$ cat src/design/conStatePkg.sv
`default_nettype none

package conStatePkg;

  // State word widths
  localparam int diagSelWidth = 3;
  localparam int diagWidth = 8;
  localparam int srWidth = 4;
  localparam int ucodeStateCount = 4;
  localparam int skipSubWidth = 3;

  // Readback select
  localparam logic [0:diagSelWidth-1] diagSelState = 3'd0;
  localparam logic [0:diagSelWidth-1] diagSelFlags = 3'd1;
  localparam logic [0:diagSelWidth-1] diagSelCond = 3'd2;

  // Skip sources of group 6
  localparam logic [0:skipSubWidth-1] skipKernelMode = 3'd0;
  localparam logic [0:skipSubWidth-1] skipUser = 3'd1;
  localparam logic [0:skipSubWidth-1] skipPublicMode = 3'd2;
  localparam logic [0:skipSubWidth-1] skipPiCycle = 3'd3;

  // Skip sources of group 7
  localparam logic [0:skipSubWidth-1] skipIoLegal = 3'd0;
  localparam logic [0:skipSubWidth-1] skipPxct = 3'd1;
  localparam logic [0:skipSubWidth-1] skipHalted = 3'd2;
  localparam logic [0:skipSubWidth-1] skipIntDisable = 3'd3;

endpackage

`default_nettype wire

$ cat src/design/conUcodePkg.sv
`default_nettype none

package conUcodePkg;

  // Microword field widths
  localparam int condWidth = 6;
  localparam int magicWidth = 9;
  localparam int condFieldWidth = 3;
  localparam int condGroupCount = 8;

  // COND groups, bits 0-2
  localparam logic [0:condFieldWidth-1] condGroupTen = 3'd1;
  localparam logic [0:condFieldWidth-1] condGroupTwenty = 3'd2;
  localparam logic [0:condFieldWidth-1] condGroupSkipSix = 3'd6;
  localparam logic [0:condFieldWidth-1] condGroupSkipSeven = 3'd7;

  // Sub-codes, bits 3-5
  localparam logic [0:condFieldWidth-1] condLoadIr = 3'd4;
  localparam logic [0:condFieldWidth-1] condSpecInstr = 3'd5;
  localparam logic [0:condFieldWidth-1] condSrMagic = 3'd6;
  localparam logic [0:condFieldWidth-1] condDiagFunc = 3'd0;
  localparam logic [0:condFieldWidth-1] condEboxState = 3'd1;

  // Diagnostic function group 01 and its sub-codes
  localparam logic [0:condFieldWidth-1] funcGroupIo = 3'd1;
  localparam logic [0:condFieldWidth-1] funcConoApr = 3'd4;
  localparam logic [0:condFieldWidth-1] funcConoPi = 3'd5;
  localparam logic [0:condFieldWidth-1] funcConoPag = 3'd6;
  localparam logic [0:condFieldWidth-1] funcDataoApr = 3'd7;

  typedef union packed {
    logic [0:magicWidth-1] raw;
    struct packed {
      logic piCycleSet;
      logic kernelCycle;
      logic pcPlus1Inh;
      logic spare3;
      logic pxct;
      logic intDisable;
      logic spare6;
      logic halted;
      logic spec8;
    } flags;
    struct packed {
      logic [0:1] funcSpare;
      logic funcHigh;
      logic [0:condFieldWidth-1] funcGroup;
      logic [0:condFieldWidth-1] funcSub;
    } func;
  } magicWordT;

endpackage

`default_nettype wire

$ cat src/design/conStageIf.sv
`timescale 1ns/1ns
`default_nettype none

// Stage 1 to stage 2
interface decodeIf;
  import conUcodePkg::*;
  import conStatePkg::*;

  logic loadIr;
  logic specInstr;
  logic srMagic;
  logic diagFunc;
  logic eboxState;
  logic skipEn;
  logic skipGroup;
  logic [0:condFieldWidth-1] skipSub;
  logic [0:condGroupCount-1] condOneHot;
  magicWordT magic;
  logic specFlagCtl;
  logic user;
  logic publicMode;
  logic userIot;
  logic irIoLegal;
  logic [0:diagSelWidth-1] diagSel;

  modport producer(output loadIr, specInstr, srMagic, diagFunc, eboxState, skipEn,
                   skipGroup, skipSub, condOneHot, magic, specFlagCtl, user,
                   publicMode, userIot, irIoLegal, diagSel);
  modport consumer(input loadIr, specInstr, srMagic, diagFunc, eboxState, skipEn,
                   skipGroup, skipSub, condOneHot, magic, specFlagCtl, user,
                   publicMode, userIot, irIoLegal, diagSel);
endinterface

// Stage 2 to stage 3
interface stateIf;
  import conUcodePkg::*;
  import conStatePkg::*;

  logic piCycle;
  logic kernelCycle;
  logic pcPlus1Inh;
  logic pxct;
  logic intDisable;
  logic halted;
  logic spec8;
  logic [0:ucodeStateCount-1] ucodeState;
  logic [0:srWidth-1] sr;
  logic ioLegal;
  logic kernelMode;
  logic user;
  logic publicMode;
  logic skipEn;
  logic skipGroup;
  logic [0:skipSubWidth-1] skipSub;
  logic [0:condGroupCount-1] condOneHot;
  logic [0:diagSelWidth-1] diagSel;

  modport producer(output piCycle, kernelCycle, pcPlus1Inh, pxct, intDisable, halted,
                   spec8, ucodeState, sr, ioLegal, kernelMode, user, publicMode,
                   skipEn, skipGroup, skipSub, condOneHot, diagSel);
  modport consumer(input piCycle, kernelCycle, pcPlus1Inh, pxct, intDisable, halted,
                   spec8, ucodeState, sr, ioLegal, kernelMode, user, publicMode,
                   skipEn, skipGroup, skipSub, condOneHot, diagSel);
endinterface

`default_nettype wire

$ cat src/design/con.sv
`timescale 1ns/1ns
`default_nettype none

module con (
  input  wire logic conCLK,
  input  wire logic CLK,
  input  wire logic [0:conUcodePkg::condWidth-1] cond,
  input  wire logic [0:conUcodePkg::magicWidth-1] magic,
  input  wire logic specFlagCtl,
  input  wire logic user,
  input  wire logic publicMode,
  input  wire logic userIot,
  input  wire logic irIoLegal,
  input  wire logic [0:conStatePkg::diagSelWidth-1] diagSel,
  output wire logic skip,
  output wire logic [0:conStatePkg::diagWidth-1] diagData,
  output wire logic loadIr,
  output wire logic conoApr,
  output wire logic conoPi,
  output wire logic conoPag,
  output wire logic dataoApr
);

  decodeIf decIf();
  stateIf stIf();

  conCondDecode condDecode (
    .conCLK(conCLK),
    .CLK(CLK),
    .cond(cond),
    .magic(magic),
    .specFlagCtl(specFlagCtl),
    .user(user),
    .publicMode(publicMode),
    .userIot(userIot),
    .irIoLegal(irIoLegal),
    .diagSel(diagSel),
    .dec(decIf.producer)
  );

  conCycleCtl cycleCtl (
    .conCLK(conCLK),
    .CLK(CLK),
    .dec(decIf.consumer),
    .st(stIf.producer),
    .loadIr(loadIr),
    .conoApr(conoApr),
    .conoPi(conoPi),
    .conoPag(conoPag),
    .dataoApr(dataoApr)
  );

  conSkipSelect skipSelect (
    .conCLK(conCLK),
    .CLK(CLK),
    .st(stIf.consumer),
    .skip(skip),
    .diagData(diagData)
  );

endmodule

`default_nettype wire

$ cat src/design/conCondDecode.sv
`timescale 1ns/1ns
`default_nettype none

module conCondDecode (
  input  wire logic conCLK,
  input  wire logic CLK,
  input  wire logic [0:conUcodePkg::condWidth-1] cond,
  input  wire conUcodePkg::magicWordT magic,
  input  wire logic specFlagCtl,
  input  wire logic user,
  input  wire logic publicMode,
  input  wire logic userIot,
  input  wire logic irIoLegal,
  input  wire logic [0:conStatePkg::diagSelWidth-1] diagSel,
  decodeIf.producer dec
);
  import conUcodePkg::*;

  logic [0:condFieldWidth-1] group;
  logic [0:condFieldWidth-1] sub;
  logic [0:condGroupCount-1] oneHotNext;
  logic groupTen;
  logic groupTwenty;

  assign group = cond[0:condFieldWidth-1];
  assign sub = cond[condFieldWidth:condWidth-1];
  assign groupTen = (group == condGroupTen);
  assign groupTwenty = (group == condGroupTwenty);

  // One enable per COND group
  always_comb begin
    oneHotNext = '0;
    oneHotNext[group] = 1'b1;
  end

  always_ff @(posedge conCLK or posedge CLK) begin
    if (CLK) begin
      dec.loadIr <= 1'b0;
      dec.specInstr <= 1'b0;
      dec.srMagic <= 1'b0;
      dec.diagFunc <= 1'b0;
      dec.eboxState <= 1'b0;
      dec.skipEn <= 1'b0;
      dec.condOneHot <= '0;
    end else begin
      dec.loadIr <= groupTen && (sub == condLoadIr);
      dec.specInstr <= groupTen && (sub == condSpecInstr);
      dec.srMagic <= groupTen && (sub == condSrMagic);
      dec.diagFunc <= groupTwenty && (sub == condDiagFunc);
      dec.eboxState <= groupTwenty && (sub == condEboxState);
      dec.skipEn <= (group == condGroupSkipSix) || (group == condGroupSkipSeven);
      dec.condOneHot <= oneHotNext;
    end
  end

  // Rest of the word rides along
  always_ff @(posedge conCLK) begin
    dec.skipGroup <= (group == condGroupSkipSeven);
    dec.skipSub <= sub;
    dec.magic <= magic;
    dec.specFlagCtl <= specFlagCtl;
    dec.user <= user;
    dec.publicMode <= publicMode;
    dec.userIot <= userIot;
    dec.irIoLegal <= irIoLegal;
    dec.diagSel <= diagSel;
  end

  condGroupOneHot: assert property (@(posedge conCLK) disable iff (CLK)
    $onehot0(dec.condOneHot));

  skipAlone: assert property (@(posedge conCLK) disable iff (CLK)
    dec.skipEn |-> !(dec.loadIr || dec.specInstr || dec.srMagic ||
                     dec.diagFunc || dec.eboxState));

endmodule

`default_nettype wire

$ cat src/design/conCycleCtl.sv
`timescale 1ns/1ns
`default_nettype none

module conCycleCtl (
  input  wire logic conCLK,
  input  wire logic CLK,
  decodeIf.consumer dec,
  stateIf.producer st,
  output logic loadIr,
  output logic conoApr,
  output logic conoPi,
  output logic conoPag,
  output logic dataoApr
);
  import conUcodePkg::*;
  import conStatePkg::*;

  logic [0:magicWidth-1] magicBits;
  logic kernelCycleNext;
  logic kernelModeNext;
  logic [0:ucodeStateCount-1] ucodeNext;
  logic [0:srWidth-1] srNext;
  logic funcEn;

  assign magicBits = dec.magic.raw;
  assign kernelModeNext = !dec.user && !dec.publicMode;
  assign funcEn = dec.diagFunc && !dec.magic.func.funcHigh &&
                  (dec.magic.func.funcGroup == funcGroupIo);

  // ioLegal sees this word's kernelCycle
  always_comb begin
    kernelCycleNext = st.kernelCycle;
    if (dec.specInstr) begin
      kernelCycleNext = dec.magic.flags.kernelCycle;
    end
  end

  // State k pairs with MAGIC k (set) and k+1 (hold)
  always_comb begin
    for (int i = 0; i < ucodeStateCount; i++) begin
      ucodeNext[i] = magicBits[2*i+1] | (magicBits[2*i+2] & st.ucodeState[i]);
    end
  end

  assign srNext = {magicBits[5],
                   magicBits[6],
                   (magicBits[3] | magicBits[7]) & (magicBits[2] | magicBits[7]),
                   (magicBits[4] | magicBits[8]) & (magicBits[3] | magicBits[7])};

  always_ff @(posedge conCLK or posedge CLK) begin
    if (CLK) begin
      st.piCycle <= 1'b0;
      st.kernelCycle <= 1'b0;
      st.pcPlus1Inh <= 1'b0;
      st.pxct <= 1'b0;
      st.intDisable <= 1'b0;
      st.halted <= 1'b0;
      st.spec8 <= 1'b0;
      st.ucodeState <= '0;
      st.sr <= '0;
      st.ioLegal <= 1'b0;
      st.kernelMode <= 1'b0;
      st.skipEn <= 1'b0;
      st.condOneHot <= '0;
      loadIr <= 1'b0;
      conoApr <= 1'b0;
      conoPi <= 1'b0;
      conoPag <= 1'b0;
      dataoApr <= 1'b0;
    end else begin
      st.kernelCycle <= kernelCycleNext;
      if (dec.specInstr) begin
        st.pcPlus1Inh <= dec.magic.flags.pcPlus1Inh;
        st.pxct <= dec.magic.flags.pxct;
        st.intDisable <= dec.magic.flags.intDisable;
        st.halted <= dec.magic.flags.halted;
        st.spec8 <= dec.magic.flags.spec8;
      end
      if (dec.specInstr && dec.magic.flags.piCycleSet) begin
        st.piCycle <= 1'b1;
      end else if (dec.specFlagCtl && magicBits[2]) begin
        st.piCycle <= 1'b0;
      end
      if (dec.eboxState) begin
        st.ucodeState <= ucodeNext;
      end
      if (dec.srMagic) begin
        st.sr <= srNext;
      end
      st.ioLegal <= dec.irIoLegal | kernelModeNext | kernelCycleNext |
                    (dec.user & dec.userIot);
      st.kernelMode <= kernelModeNext;
      st.skipEn <= dec.skipEn;
      st.condOneHot <= dec.condOneHot;
      loadIr <= dec.loadIr;
      conoApr <= funcEn && (dec.magic.func.funcSub == funcConoApr);
      conoPi <= funcEn && (dec.magic.func.funcSub == funcConoPi);
      conoPag <= funcEn && (dec.magic.func.funcSub == funcConoPag);
      dataoApr <= funcEn && (dec.magic.func.funcSub == funcDataoApr);
    end
  end

  always_ff @(posedge conCLK) begin
    st.user <= dec.user;
    st.publicMode <= dec.publicMode;
    st.skipGroup <= dec.skipGroup;
    st.skipSub <= dec.skipSub;
    st.diagSel <= dec.diagSel;
  end

  funcStrobeOneHot: assert property (@(posedge conCLK) disable iff (CLK)
    $onehot0({conoApr, conoPi, conoPag, dataoApr}));

endmodule

`default_nettype wire

$ cat src/design/conSkipSelect.sv
`timescale 1ns/1ns
`default_nettype none

module conSkipSelect (
  input  wire logic conCLK,
  input  wire logic CLK,
  stateIf.consumer st,
  output logic skip,
  output logic [0:conStatePkg::diagWidth-1] diagData
);
  import conStatePkg::*;

  logic skipSrc;
  logic [0:diagWidth-1] diagNext;

  always_comb begin
    skipSrc = 1'b0;
    if (!st.skipGroup) begin
      // Group 6
      case (st.skipSub)
        skipKernelMode: skipSrc = st.kernelMode;
        skipUser: skipSrc = st.user;
        skipPublicMode: skipSrc = st.publicMode;
        skipPiCycle: skipSrc = st.piCycle;
        default: skipSrc = 1'b0;
      endcase
    end else begin
      // Group 7
      case (st.skipSub)
        skipIoLegal: skipSrc = st.ioLegal;
        skipPxct: skipSrc = st.pxct;
        skipHalted: skipSrc = st.halted;
        skipIntDisable: skipSrc = st.intDisable;
        default: skipSrc = 1'b0;
      endcase
    end
  end

  always_comb begin
    case (st.diagSel)
      diagSelState: diagNext = {st.ucodeState, st.sr};
      diagSelFlags: diagNext = {st.piCycle, st.kernelCycle, st.pcPlus1Inh, st.pxct,
                                st.intDisable, st.halted, st.spec8, st.ioLegal};
      diagSelCond: diagNext = st.condOneHot;
      default: diagNext = '0;
    endcase
  end

  always_ff @(posedge conCLK or posedge CLK) begin
    if (CLK) begin
      skip <= 1'b0;
      diagData <= '0;
    end else begin
      skip <= st.skipEn & skipSrc;
      diagData <= diagNext;
    end
  end

  // No skip without a skip word one stage back
  skipNeedsEn: assert property (@(posedge conCLK) disable iff (CLK)
    !$past(st.skipEn) |-> !skip);

endmodule

`default_nettype wire

$ cat config.mk
export PLATFORM = sky130hd
export DESIGN_NAME = con
export DESIGN_NICKNAME = d
export VERILOG_FILES = /design/src/design/conStatePkg.sv /design/src/design/conUcodePkg.sv /design/src/design/conStageIf.sv /design/src/design/con.sv /design/src/design/conCondDecode.sv /design/src/design/conCycleCtl.sv /design/src/design/conSkipSelect.sv
export SDC_FILE = /design/constraint.sdc
export NUM_CORES = 1
export LEC_CHECK = 0
export BUFFER_PORTS_ARGS = -buffer_cell sky130_fd_sc_hd__buf_2
export CORE_MARGIN = 2
export CORE_UTILIZATION = 59
export DETAILED_ROUTE_END_ITERATION = 8
export GPL_TIMING_DRIVEN = 0
export PLACE_DENSITY_LB_ADDON = 0.2
export SLEW_MARGIN = 20
export SYNTH_ARGS = -nofsm -noshare
export SYNTH_HDL_FRONTEND = slang
export SYNTH_HIERARCHICAL = 1
export SYNTH_SLANG_ARGS = --single-unit
$ cat constraint.sdc
create_clock -name conCLK -period 2.4 [get_ports conCLK]
set_input_delay 0.72 -clock conCLK [delete_from_list [all_inputs] [get_ports conCLK]]
set_output_delay 0.72 -clock conCLK [all_outputs]
set_load 0.005 [all_outputs]
Word-level counts from Yosys, hierarchy flattened
Index checks and enable logic that the tools add are counted.
- output and inout port bits: 14
- register bits after elaboration: 84
- equality and inequality tests: 18
- reductions and logical operators: 23
- multiplexer cells: 9
- $lt $le $gt $ge: 2
- bitwise gates (word level): 19
- operators by type and width (kind ; count):
    $eq 3x3->1 const B ; 9
    $pmux 8 s3 ; 1
    $eq 3x1->1 const B ; 5
    $logic_and 1x1->1 ; 15
    $eq 3x2->1 const B ; 4
    $or 1x1->1 ; 10
    $logic_not 3->1 ; 3
    $and 1x1->1 ; 8
    $pmux 1 s4 ; 2
    $mux 1 ; 5
    $ge 4x4->1 const B ; 1
    $lt 4x1->1 const B ; 1
    $not 3->4 ; 1
    $demux 1 s3 ; 1
    $logic_not 1->1 ; 3
    $reduce_bool 2->1 ; 1
    $logic_or 1x1->1 ; 1

Depth between registers and ports, before layout
Gate-level depths: netlist of the first run.
- word-level depth: 5
- depth in mapped cells: 5

By module
The synthesis of the first run kept the hierarchy.
- modules (own cells, without submodules) (module ; cells each ; area each (µm²) ; times used):
    conCycleCtl ; 76 ; 1239.9 ; 1
    conCondDecode ; 58 ; 908.4 ; 1
    conSkipSelect ; 50 ; 528.0 ; 1

Worst setup path before layout of the first run
Ideal clock, no wire load.
- kind: reg2reg
- start point: register condDecode.dec.specInstr
- end point: register cycleCtl.st.ioLegal
- arrival: 1132 ps
- slack: 1140 ps
- period minus slack after synthesis: 1260 ps
- library setup time: 129 ps
- stages on the path, launching flop included: 4
- required time: 2271 ps
- path through: dfrtp_1 -> buf_2 -> mux2_1 -> a2111o_1
- word-level cells in the longest chain between the ends: 3
- ends and longest elaborated chain (item ; RTL line ; text):
    start, declared ; conStageIf.sv:26 ; modport producer(output loadIr, specInstr, srMagic, diagFunc, eboxState, skipEn,
    start signal, assigned ; conCondDecode.sv:47 ; dec.specInstr <= groupTen && (sub == condSpecInstr);
    $mux 1 ; conCycleCtl.sv:33 ; if (dec.specInstr) begin
    named net cycleCtl.kernelCycleNext ; conCycleCtl.sv:19 ; logic kernelCycleNext;
    $or 1x1->1 (2 in a row) ; conCycleCtl.sv:90 ; st.ioLegal <= dec.irIoLegal | kernelModeNext | kernelCycleNext |
    end signal, assigned ; conCycleCtl.sv:90 ;
    end, declared ; conStageIf.sv:59 ; spec8, ucodeState, sr, ioLegal, kernelMode, user, publicMode,
The timed path passes the listed nets, and every way through them passes these cells.
A chain may end at the register's enable or synchronous reset.

Worst setup path in the final report of the first run
- start point: register skipSelect/diagData[7] in the netlist's numbering
- end point: output port diagData[7] in the netlist's numbering
- RTL lines (item ; RTL line ; text):
    start, declared ; conSkipSelect.sv:9 ; output logic [0:conStatePkg::diagWidth-1] diagData
    start signal, assigned ; conSkipSelect.sv:55 ; diagData <= diagNext;
    end, declared ; con.sv:16 ; output wire logic [0:conStatePkg::diagWidth-1] diagData,
No word-level cell between the ends.

==> flow_metrics.py, run 1 <==
metrics = {
    "grt": {
        "grt_overflow": 0,
        "grt_pass1_vias": 1585,
        "grt_max_degree": 32,
        "grt_pass1_wl_microns": 7590,
        "antenna_found_initial": 0,
        "grt_use_total_pct": 20.7,
    },
    "critical_path": {
        "cp_num_buf_inv": 1,
        "path_cells": "buf_2",
        "crit_arrival_ns": 0.83,
        "criticalPathCategory": "flip-flop to output port",
        "critPathMaxStageDelay_ns": 0.37,
        "r2r_setup_slack_ns": 1.04,
        "r2r_end": "cycleCtl/conoApr$_DFF_PP0_",
        "critPathLaunchType": "flip-flop",
        "crit_slowest_cell": "dfrtp_1",
        "cp-startpoint": "skipSelect/diagData[7]$_DFF_PP0_",
        "reg2reg_depth": 2,
        "required_ns": 1.68,
        "crit_family": "flip-flops",
        "timing.rr.start": "condDecode/dec.magic[6]$_DFF_P_",
        "worstPathMaxFanout": 1,
        "cp-end-kind": "output port",
    },
    "finish": {
        "final_cell_mix": "dfrtp_1, buf_2, dfxtp_1",
        "fin_cells": 290,
        "filler_cell_count": 309,
        "layout_commonest_cell": "dfrtp_1",
        "drive_above_1_share_pct": 31.5,
        "fin_area_sq_mm": 0.00311,
        "multi_input_area_sq_um": 673,
        "register_area_sq_mm": 0.00195,
        "synthToLayoutAreaGrowth_pct": 16.2,
        "antenna_cells": 0,
        "nets": 258,
    },
    "route": {
        "dr_wl_met3_microns": 213,
        "wl_per_cell_microns": 15.6,
        "wl_met2_microns": 2300,
        "drc_errors": 0,
        "vias_per_cell": 5.11,
        "drt_wl_total_microns": 4520,
        "antenna_left": 0,
        "drt_iter0_drc": 77,
        "vias": 1483,
        "highest_layer": "met4",
        "firstDrtPassIters": 4,
        "drt-met1-wl_microns": 1960,
    },
    "yosys": {
        "yosys.area_share.simple_pct": 11.5,
        "ys_warn_count": 6,
        "syn_nets": 209,
        "synth_fa_ha_area_share_pct": 0,
        "ys_top_cells_by_area": "dfrtp_1, dfxtp_1, mux2_2",
        "synth_area_sq_mm": 0.00268,
        "synth_compound_area_share_pct": 5.84,
        "yosys.area.top_type_share_pct": 50.5,
        "synth_xor_area_share_pct": 0,
        "synth_cell_type_count": 35,
        "synth_largest_area_cell": "dfrtp_1",
        "synthCells": 184,
        "synth.area.mux_share_pct": 7.76,
        "seq_area_frac_synth_pct": 72.9,
        "synth_top_family_by_area": "simple AND/OR/NAND/NOR gates",
        "ys_ff_latch": 84,
        "syn_area_per_cell_sq_um": 14.5,
    },
    "pwr": {
        "p_per_area_mw_per_mm2": 846,
        "leakage_uw": 0.00151,
        "pwr-share-clk_pct": 33.8,
        "power_frac_seq_pct": 59.2,
        "p_sw_uw": 592,
        "p_int_uw": 2040,
        "worst_ir_drop_vdd_mv": 0.536,
        "p_comb_share_pct": 7.0,
        "total_power_uw": 2630,
        "p_sw_share_pct": 22.5,
    },
    "timing": {
        "relSlewSlack_pct": 56.0,
        "rsz0062_at_grt": "no",
        "setup_viol": 0,
        "hold_viol_final": 0,
        "period_needed_ns": 1.55,
        "clock-skew-final_ns": 0.00719,
        "max_freq_mhz": 647,
        "worstMarginPinSlew_ns": 0.659,
        "slew_viol_final": 0,
        "fin_crit_sh_pct": 64.4,
        "tns_ns": 0,
        "hold_slack_ns": 0.328,
    },
    "floorplan": {
        "io_pins": 39,
        "dieArea_sq_mm": 0.00509,
        "start_util_pct": 61.5,
        "die_y_microns": 71.4,
        "design.core.area_sq_mm": 0.00435,
        "die_x_microns": 71.4,
        "std_cell_rows": 24,
    },
    "cts": {
        "postCtsSetupRepairBufs": 0,
        "cts_made_buffers": 9,
        "clkTransAtPathRegs_ns": 0.08,
        "postCtsHoldBufs": 0,
        "post_cts_resize_count": 0,
        "insertion_delay_ns": 0.34,
        "cts_tree": "yes",
        "clkSinkCount": 84,
        "cts_buffer_depth": 2,
        "cts-root-buf": "clkbuf_8",
        "h-tree-depth": 3,
    },
    "worst_hold_path": {
        "worst_hold_path.endpoint": "cycleCtl/st.skipSub[2]$_DFF_P_",
        "min-delay-path-class": "flip-flop to flip-flop",
        "worstHoldStart": "condDecode/dec.skipSub[2]$_DFF_P_",
        "min_delay_path_depth": 0,
    },
    "run_status": {
        "outcome": "finished, final reports clean",
    },
    "run": {
        "drv_cap": 0,
    },
    "placed_design": {
        "dpl-instance-area_sq_mm": 0.00293,
        "placed_cells": 274,
        "port_buffers": 38,
        "gp_congestion": 0.798,
        "hpwl_microns": 3180,
    },
}
-- area by class of cell --
class                           count  area share, %
Multi-Input combinational cell     88           21.6
Clock inverter                      3          0.603
Tap cell                           52           2.09
Sequential cell                    84           62.8
Inverter                            7          0.845
Clock buffer                       13           5.15
Buffer                              5          0.805
Timing Repair Buffer               38           6.11
-- power by group through the flow --
stage | Sequential (uW) | Combinational (uW) | Clock (uW)
floorplan | 1570 | 124 | 0
CTS | 1560 | 186 | 920
finish | 1560 | 183 | 890
detailed placement | 1590 | 184 | 0
global placement | 1580 | 176 | 0
global route | 1570 | 205 | 969
-- per-stage QoR --
step           setup slack (ns)  utilization [%]
6_report                  0.854             71.4
5_1_grt                   0.794             71.4
4_1_cts                   0.823             71.4
3_5_place_dp              0.927             67.3
3_3_place_gp              0.594             67.3
2_1_floorplan              1.02                -
-- layer usage --
layer  vias to the layer above  GRT usage [%]
met3                         4           8.44
met1                       713           25.3
met4                         0           6.92
met2                        38           33.8
li1                        728              -
met5                         -              0
-- cells by family after synthesis --
kind of cell / after synthesis
flip-flops: 84
AND/OR/NAND/NOR: 50
AO/OA/AOI/OAI: 20
multiplexers: 18
buffers and inverters: 12
-- flip-flops by register name, summed over array words and instances, names as in the netlist, 3 cells and up --
signal / flops
condDecode/dec.magic: 9
condDecode/dec.condOneHot: 8
cycleCtl/st.condOneHot: 8
skipSelect/diagData: 8
cycleCtl/st.sr: 4
cycleCtl/st.ucodeState: 4
condDecode/dec.diagSel: 3
condDecode/dec.skipSub: 3
cycleCtl/st.diagSel: 3
cycleCtl/st.skipSub: 3
-- Yosys cell counts, drive strengths merged --
| library cell | number |
|---|---|
| nand3b | 1 |
| nor4b | 2 |
| dfxtp | 30 |
| mux2i | 8 |
| o21ai | 1 |
| nor2b | 2 |
| mux2 | 9 |
| nor2 | 12 |
| nand2 | 8 |
| buf | 4 |
| nand2b | 7 |
| clkbuf | 1 |
| dfrtp | 54 |
| nor3 | 6 |
| a2bb2oi | 5 |
| mux4 | 1 |
| a2111oi | 2 |
| and2 | 1 |
| or2 | 4 |
| nor3b | 3 |
| a2111o | 1 |
| a22o | 5 |
| inv | 7 |
| nor4 | 3 |
| a21oi | 5 |
| or4b | 1 |
| o221ai | 1 |
-- worst max-delay path by stage --
stage,end,slack (ns),cells after the start
6_report,diagData[7],0.85,1
5_1_grt,diagData[1],0.79,1
4_1_cts,diagData[7],0.82,1
3_5_place_dp,condDecode/dec.diagFunc$_DFF_PP0_,0.93,3
3_3_place_gp,cycleCtl/st.ucodeState[2]$_DFFE_PP0P_,0.59,2
2_1_floorplan,cycleCtl/conoApr$_DFF_PP0_,1.02,1
No activity file was read; power rests on OpenSTA's default activity.
==> run 2, diff against run 1 <==
--- a/config.mk
+++ b/config.mk
@@ -5,9 +5,10 @@
 export SDC_FILE = /design/constraint.sdc
 export NUM_CORES = 1
 export LEC_CHECK = 0
+export ABC_AREA = 1
 export BUFFER_PORTS_ARGS = -buffer_cell sky130_fd_sc_hd__buf_2
 export CORE_MARGIN = 2
-export CORE_UTILIZATION = 59
+export CORE_UTILIZATION = 55
 export DETAILED_ROUTE_END_ITERATION = 8
 export GPL_TIMING_DRIVEN = 0
 export PLACE_DENSITY_LB_ADDON = 0.2
==> constraint.sdc (replaced) <==
create_clock -name conCLK -period 1.6 [get_ports conCLK]
set_input_delay 0.48 -clock conCLK [delete_from_list [all_inputs] [get_ports conCLK]]
set_output_delay 0.48 -clock conCLK [all_outputs]
set_load 0.005 [all_outputs]
==> run 2 against run 1 <==
Hold slack worse by 0.22 ns; via count rose by 13%; total power rose by 51%; core utilization down 5.4 points; clock-buffer cell count is 2 lower; largest power group unchanged; largest cell class unchanged; combinational power rose by 28%; critical path depth is the same; sequential power increased by 50%; synthesized cell count up 36%; synthesized area shrank 0.65%; worst setup slack worse by 0.57 ns; routed wire length decreased by 2.3%.
==> flow_metrics.py, run 2 <==
metrics = {
    "finish": {
        "filler_cell_count": 379,
        "drive_above_1_share_pct": 20.3,
        "final_cell_mix": "nand2_1, dfrtp_1, buf_2",
        "synthToLayoutAreaGrowth_pct": 16.6,
        "fin_area_sq_mm": 0.00310,
        "top_register": "condDecode/dec.magic",
        "layout_commonest_cell": "nand2_1",
        "fin_util_pct": 66.1,
        "nets": 325,
        "antenna_cells": 0,
        "largest_reg_flops": 9,
    },
    "yosys": {
        "syn_nets": 276,
        "seq_area_frac_synth_pct": 73.4,
        "synthCells": 251,
        "synth-edff-count": 0,
        "ys_ff_latch": 84,
        "ys_top_cells_by_area": "dfrtp_1, dfxtp_1, nand2_1",
        "ys_top_cells_by_count": "nand2_1, dfrtp_1, dfxtp_1",
        "yosys.area.top_type_share_pct": 50.8,
        "syn_area_per_cell_sq_um": 10.6,
        "yosysMostFrequentCell": "nand2_1",
        "synth_largest_area_cell": "dfrtp_1",
        "synth_area_sq_mm": 0.00266,
        "synthFlopType": "dfrtp_1",
        "async_flop_share_pct": 64.3,
        "synth_cell_type_count": 13,
        "ys_warn_count": 6,
    },
    "timing": {
        "slew_viol_final": 0,
        "setup_viol": 0,
        "fin_ws_ns": 0.289,
        "rsz0062_at_grt": "no",
        "fin_crit_sh_pct": 82.0,
        "worstMarginPinSlew_ns": 0.651,
        "clock-skew-final_ns": 0.00782,
        "relSlewSlack_pct": 56.6,
        "max_freq_mhz": 763,
        "period_needed_ns": 1.31,
        "hold_viol_final": 0,
    },
    "floorplan": {
        "start_util_pct": 56.7,
        "io_pins": 39,
        "dieArea_sq_mm": 0.00541,
        "std_cell_rows": 25,
        "design.core.area_sq_mm": 0.00469,
        "die_x_microns": 73.5,
        "die_y_microns": 73.5,
    },
    "pwr": {
        "worst_ir_drop_vdd_mv": 0.761,
        "leakage_uw": 0.00166,
        "p_per_area_mw_per_mm2": 1280,
        "total_power_uw": 3980,
    },
    "placed_design": {
        "pre_cts_slack_ns": 0.512,
        "dpl-instance-area_sq_mm": 0.00292,
        "hpwl_microns": 3130,
        "gp_congestion": 0.796,
        "port_buffers": 38,
    },
    "route": {
        "drt_iter0_drc": 104,
        "vias": 1680,
        "wl_per_cell_microns": 12.3,
        "drc_errors": 0,
        "antenna_left": 0,
        "vias_per_cell": 4.68,
        "firstDrtPassIters": 4,
        "drt_wl_total_microns": 4410,
    },
    "critical_path": {
        "r2r_end": "skipSelect/diagData[0]$_DFF_PP0_",
        "criticalPathCategory": "flip-flop to output port",
        "crit_arrival_ns": 0.83,
        "crit_slowest_cell": "dfrtp_1",
        "required_ns": 1.12,
        "worstPathMaxFanout": 1,
        "crit_family": "flip-flops",
        "r2r_setup_slack_ns": 0.56,
        "endpoint": "loadIr",
        "critPathMaxStageDelay_ns": 0.37,
        "critPathLaunchType": "flip-flop",
        "cp-end-kind": "output port",
        "timing.rr.start": "cycleCtl/st.diagSel[2]$_DFF_P_",
        "reg2reg_depth": 5,
        "cp-startpoint": "cycleCtl/loadIr$_DFF_PP0_",
        "crit_cells": 1,
        "path_cells": "buf_2",
        "cp_num_buf_inv": 1,
    },
    "grt": {
        "grt_max_degree": 32,
        "grt_pass1_wl_microns": 7280,
        "grt_use_total_pct": 18.9,
        "grt_overflow": 0,
        "grt_pass1_vias": 1581,
        "antenna_found_initial": 0,
    },
    "cts": {
        "cts_made_buffers": 9,
        "insertion_delay_ns": 0.34,
        "clkSinkCount": 84,
        "postCtsHoldBufs": 0,
        "h-tree-depth": 3,
        "clkTransAtPathRegs_ns": 0.08,
        "cts_tree": "yes",
        "cts-root-buf": "clkbuf_8",
        "postCtsSetupRepairBufs": 0,
        "cts_buffer_depth": 2,
        "post_cts_resize_count": 0,
    },
    "worst_hold_path": {
        "min-delay-path-class": "input pin to async pin",
    },
    "run": {
        "drv_cap": 0,
    },
    "run_status": {
        "outcome": "finished, final reports clean",
    },
}
==> run 2: cell types whose count changed after synthesis, sizes merged, moves of 5 or more <==
cell | previous run | this run
nand2b | 7 | 0
mux2i | 8 | 0
a21oi | 5 | 0
a2bb2oi | 5 | 0
a22o | 5 | 0
mux2 | 9 | 0
nand2 | 8 | 72
o21ai | 1 | 11
nand3 | 0 | 24
inv | 7 | 33
nor2 | 12 | 21
==> run 2: metrics by stage <==
stage                     instances  hold WS (ns)  TNS [ns]
final                           359         0.112         0
after global placement          343         0.311   -0.0506
after global routing            359         0.156         0
after CTS                       359         0.119         0
after floorplan                 251         0.308         0
after detailed placement        343         0.312         0
==> run 2: layout make-up <==
class	instances	area, sq um	area share [%]
Multi-Input combinational cell	134	583	18.8
Sequential cell	84	1950	63.0
Inverter	33	124	4.00
Clock inverter	5	52.6	1.69
Tap cell	54	67.6	2.18
Timing Repair Buffer	38	190	6.13
Clock buffer	11	131	4.24
==> run 2: cell families (layout without fill, tap and decap cells) <==
logic type | after synthesis | in the layout | share of synthesized area (%)
AOI/OAI and AO/OA | 11 | 11 | 2.07
buffers and inverters | 33 | 87 | 4.66
DFF | 84 | 84 | 73.4
and+or+nand+nor | 123 | 123 | 19.9
==> run 2: worst min path at each step <==
stage | from | endpoint | slack [ns] | cells after the start
CTS | CLK | skipSelect/skip$_DFF_PP0_ | 0.12 | 2
floorplan | CLK | skipSelect/diagData[0]$_DFF_PP0_ | 0.31 | 1
global route | CLK | skipSelect/skip$_DFF_PP0_ | 0.16 | 2
global placement | condDecode/dec.skipSub[1]$_DFF_P_ | cycleCtl/st.skipSub[1]$_DFF_P_ | 0.31 | 0
detailed placement | condDecode/dec.skipSub[1]$_DFF_P_ | cycleCtl/st.skipSub[1]$_DFF_P_ | 0.31 | 0
finish | CLK | skipSelect/skip$_DFF_PP0_ | 0.11 | 2
==> run 2: power breakdown <==
group	internal [uW]	switching [uW]	leakage, uW
sequential	2260	83.3	0.000973
combinational	91.7	142	0.000591
clock	714	690	0.0000931
==> run 2: routing by layer <==
layer	GRT usage, %	share of wire, %
met5	0	0
met4	8.48	1.8
met3	6.17	3.7
met2	28.5	47
met1	25.3	47
==> run 3, diff against run 2 <==
--- a/config.mk
+++ b/config.mk
@@ -8,7 +8,7 @@
 export ABC_AREA = 1
 export BUFFER_PORTS_ARGS = -buffer_cell sky130_fd_sc_hd__buf_2
 export CORE_MARGIN = 2
-export CORE_UTILIZATION = 55
+export CORE_UTILIZATION = 49
 export DETAILED_ROUTE_END_ITERATION = 8
 export GPL_TIMING_DRIVEN = 0
 export PLACE_DENSITY_LB_ADDON = 0.2
==> constraint.sdc (replaced) <==
create_clock -name conCLK -period 1.2 [get_ports conCLK]
set_input_delay 0.36 -clock conCLK [delete_from_list [all_inputs] [get_ports conCLK]]
set_output_delay 0.36 -clock conCLK [all_outputs]
set_load 0.005 [all_outputs]
==> run 3 against run 2 <==
Clock skew hardly changed; core utilization is 5.6 points lower; worst setup slack worse by 0.26 ns; clock-buffer cell count grew 4; flip-flop and latch count stayed put; routed wire length fell by 1.0%; critical path type unchanged; highest routed layer unchanged.
==> flow_metrics.py, run 3 (same netlist as run 2, synthesis figures left out) <==
metrics = {
    "pwr": {
        "total_power_uw": 5290,
        "pwr-share-clk_pct": 35.3,
        "p_comb_share_pct": 5.8,
        "p_sw_uw": 1170,
        "p_per_area_mw_per_mm2": 1690,
        "p_sw_share_pct": 22.1,
        "leakage_uw": 0.00166,
        "power_frac_seq_pct": 58.9,
        "worst_ir_drop_vdd_mv": 0.933,
        "p_int_uw": 4120,
    },
    "timing": {
        "setup_viol": 0,
        "fin_ws_ns": 0.0247,
        "fin_crit_sh_pct": 97.9,
        "tns_ns": 0,
        "max_freq_mhz": 851,
        "worstMarginPinSlew_ns": 0.627,
        "slew_viol_final": 0,
        "period_needed_ns": 1.18,
        "relSlewSlack_pct": 58.1,
        "clock-skew-final_ns": 0.00831,
        "rsz0062_at_grt": "yes",
        "hold_viol_final": 0,
    },
    "finish": {
        "fin_area_sq_mm": 0.00313,
        "largest_reg_flops": 9,
        "final_cell_mix": "nand2_1, dfrtp_1, buf_2",
        "synthToLayoutAreaGrowth_pct": 17.7,
        "layout_commonest_cell": "nand2_1",
        "filler_cell_count": 409,
        "drive_above_1_share_pct": 20.0,
        "nets": 325,
        "register_area_sq_mm": 0.00195,
        "multi_input_area_sq_um": 583,
        "top_register": "condDecode/dec.magic",
        "antenna_cells": 0,
        "fin_util_pct": 60.5,
    },
    "critical_path": {
        "cp-end-kind": "output port",
        "critPathMaxStageDelay_ns": 0.36,
        "critPathLaunchType": "flip-flop",
        "required_ns": 0.84,
        "timing.rr.start": "cycleCtl/st.diagSel[1]$_DFF_P_",
        "crit_arrival_ns": 0.82,
        "r2r_end": "skipSelect/diagData[1]$_DFF_PP0_",
        "criticalPathCategory": "flip-flop to output port",
        "crit_family": "flip-flops",
        "worstPathMaxFanout": 1,
        "cp_num_buf_inv": 1,
        "crit_slowest_cell": "dfrtp_1",
        "reg2reg_depth": 3,
        "r2r_setup_slack_ns": 0.16,
        "path_cells": "buf_2",
    },
    "route": {
        "drt_wl_total_microns": 4360,
        "vias": 1698,
        "vias_per_cell": 4.53,
        "firstDrtPassIters": 4,
        "drc_errors": 0,
        "drt_iter0_drc": 122,
        "antenna_left": 0,
        "wl_per_cell_microns": 11.6,
    },
    "cts": {
        "cts_buffer_depth": 2,
        "h-tree-depth": 3,
        "clkTransAtPathRegs_ns": 0.07,
        "post_cts_resize_count": 0,
        "cts_made_buffers": 9,
        "cts-root-buf": "clkbuf_8",
        "cts_tree": "yes",
        "insertion_delay_ns": 0.34,
        "postCtsSetupRepairBufs": 0,
        "clkSinkCount": 84,
        "postCtsHoldBufs": 0,
    },
    "floorplan": {
        "die_x_microns": 77.7,
        "start_util_pct": 51.4,
        "dieArea_sq_mm": 0.00603,
        "design.core.area_sq_mm": 0.00517,
        "die_y_microns": 77.7,
        "std_cell_rows": 26,
        "io_pins": 39,
    },
    "run": {
        "drv_cap": 0,
    },
    "grt": {
        "grt_max_degree": 32,
        "grt_pass1_vias": 1633,
        "grt_use_total_pct": 16.3,
        "grt_overflow": 0,
        "grt_pass1_wl_microns": 7280,
        "antenna_found_initial": 0,
    },
    "placed_design": {
        "dpl-instance-area_sq_mm": 0.00294,
        "hpwl_microns": 3240,
        "gp_congestion": 0.797,
        "port_buffers": 38,
        "pre_cts_slack_ns": 0.176,
    },
    "run_status": {
        "outcome": "finished, final reports clean",
    },
    "worst_hold_path": {
        "min-delay-path-class": "input pin to async pin",
    },
}
## run 3: power by group through the flow
stage	Clock (uW)	Sequential (uW)	Combinational, uW
global route	2070	3130	368
global placement	0	3170	306
finish	1870	3120	308
floorplan	0	3140	199
detailed placement	0	3170	314
CTS	1920	3110	316
## run 3: layout make-up
class                   count  share of cell area (%)
inverters                  33                    3.96
clock buffers              15                    6.00
repair buffers             38                    6.08
well taps                  70                    2.80
flip-flops and latches     84                    62.4
clock inverters             1                   0.160
multi-input cells         134                    18.6
## run 3: worst max path at each step
stage                                         from  slack (ns)  cells past startpoint                          endpoint
floorplan                                      CLK        0.18                      1        cycleCtl/conoApr$_DFF_PP0_
global placement                               CLK       -0.31                      2        cycleCtl/conoApr$_DFF_PP0_
detailed placement  cycleCtl/st.diagSel[1]$_DFF_P_        0.18                      3  skipSelect/diagData[1]$_DFF_PP0_
CTS                      cycleCtl/loadIr$_DFF_PP0_      -0.001                      1                            loadIr
global route             cycleCtl/loadIr$_DFF_PP0_       -0.04                      1                            loadIr
finish                   cycleCtl/loadIr$_DFF_PP0_        0.02                      1                            loadIr
## run 3: metal layers
metal  GRT usage, %  up-vias  part of all wire, %
met3           5.70        8                  4.7
li1               -      867                    -
met5              0        -                    0
met1           20.8      784                   46
met2           24.6       39                   47
met4           8.21        0                  1.6
## run 3: stage by stage
step / instances / hold WS, ns
after floorplan: 251 / 0.188
after global placement: 359 / 0.311
after CTS: 375 / 0.0000662
after global routing: 375 / 0.00706
after detailed placement: 359 / 0.313
final: 375 / 0.00256
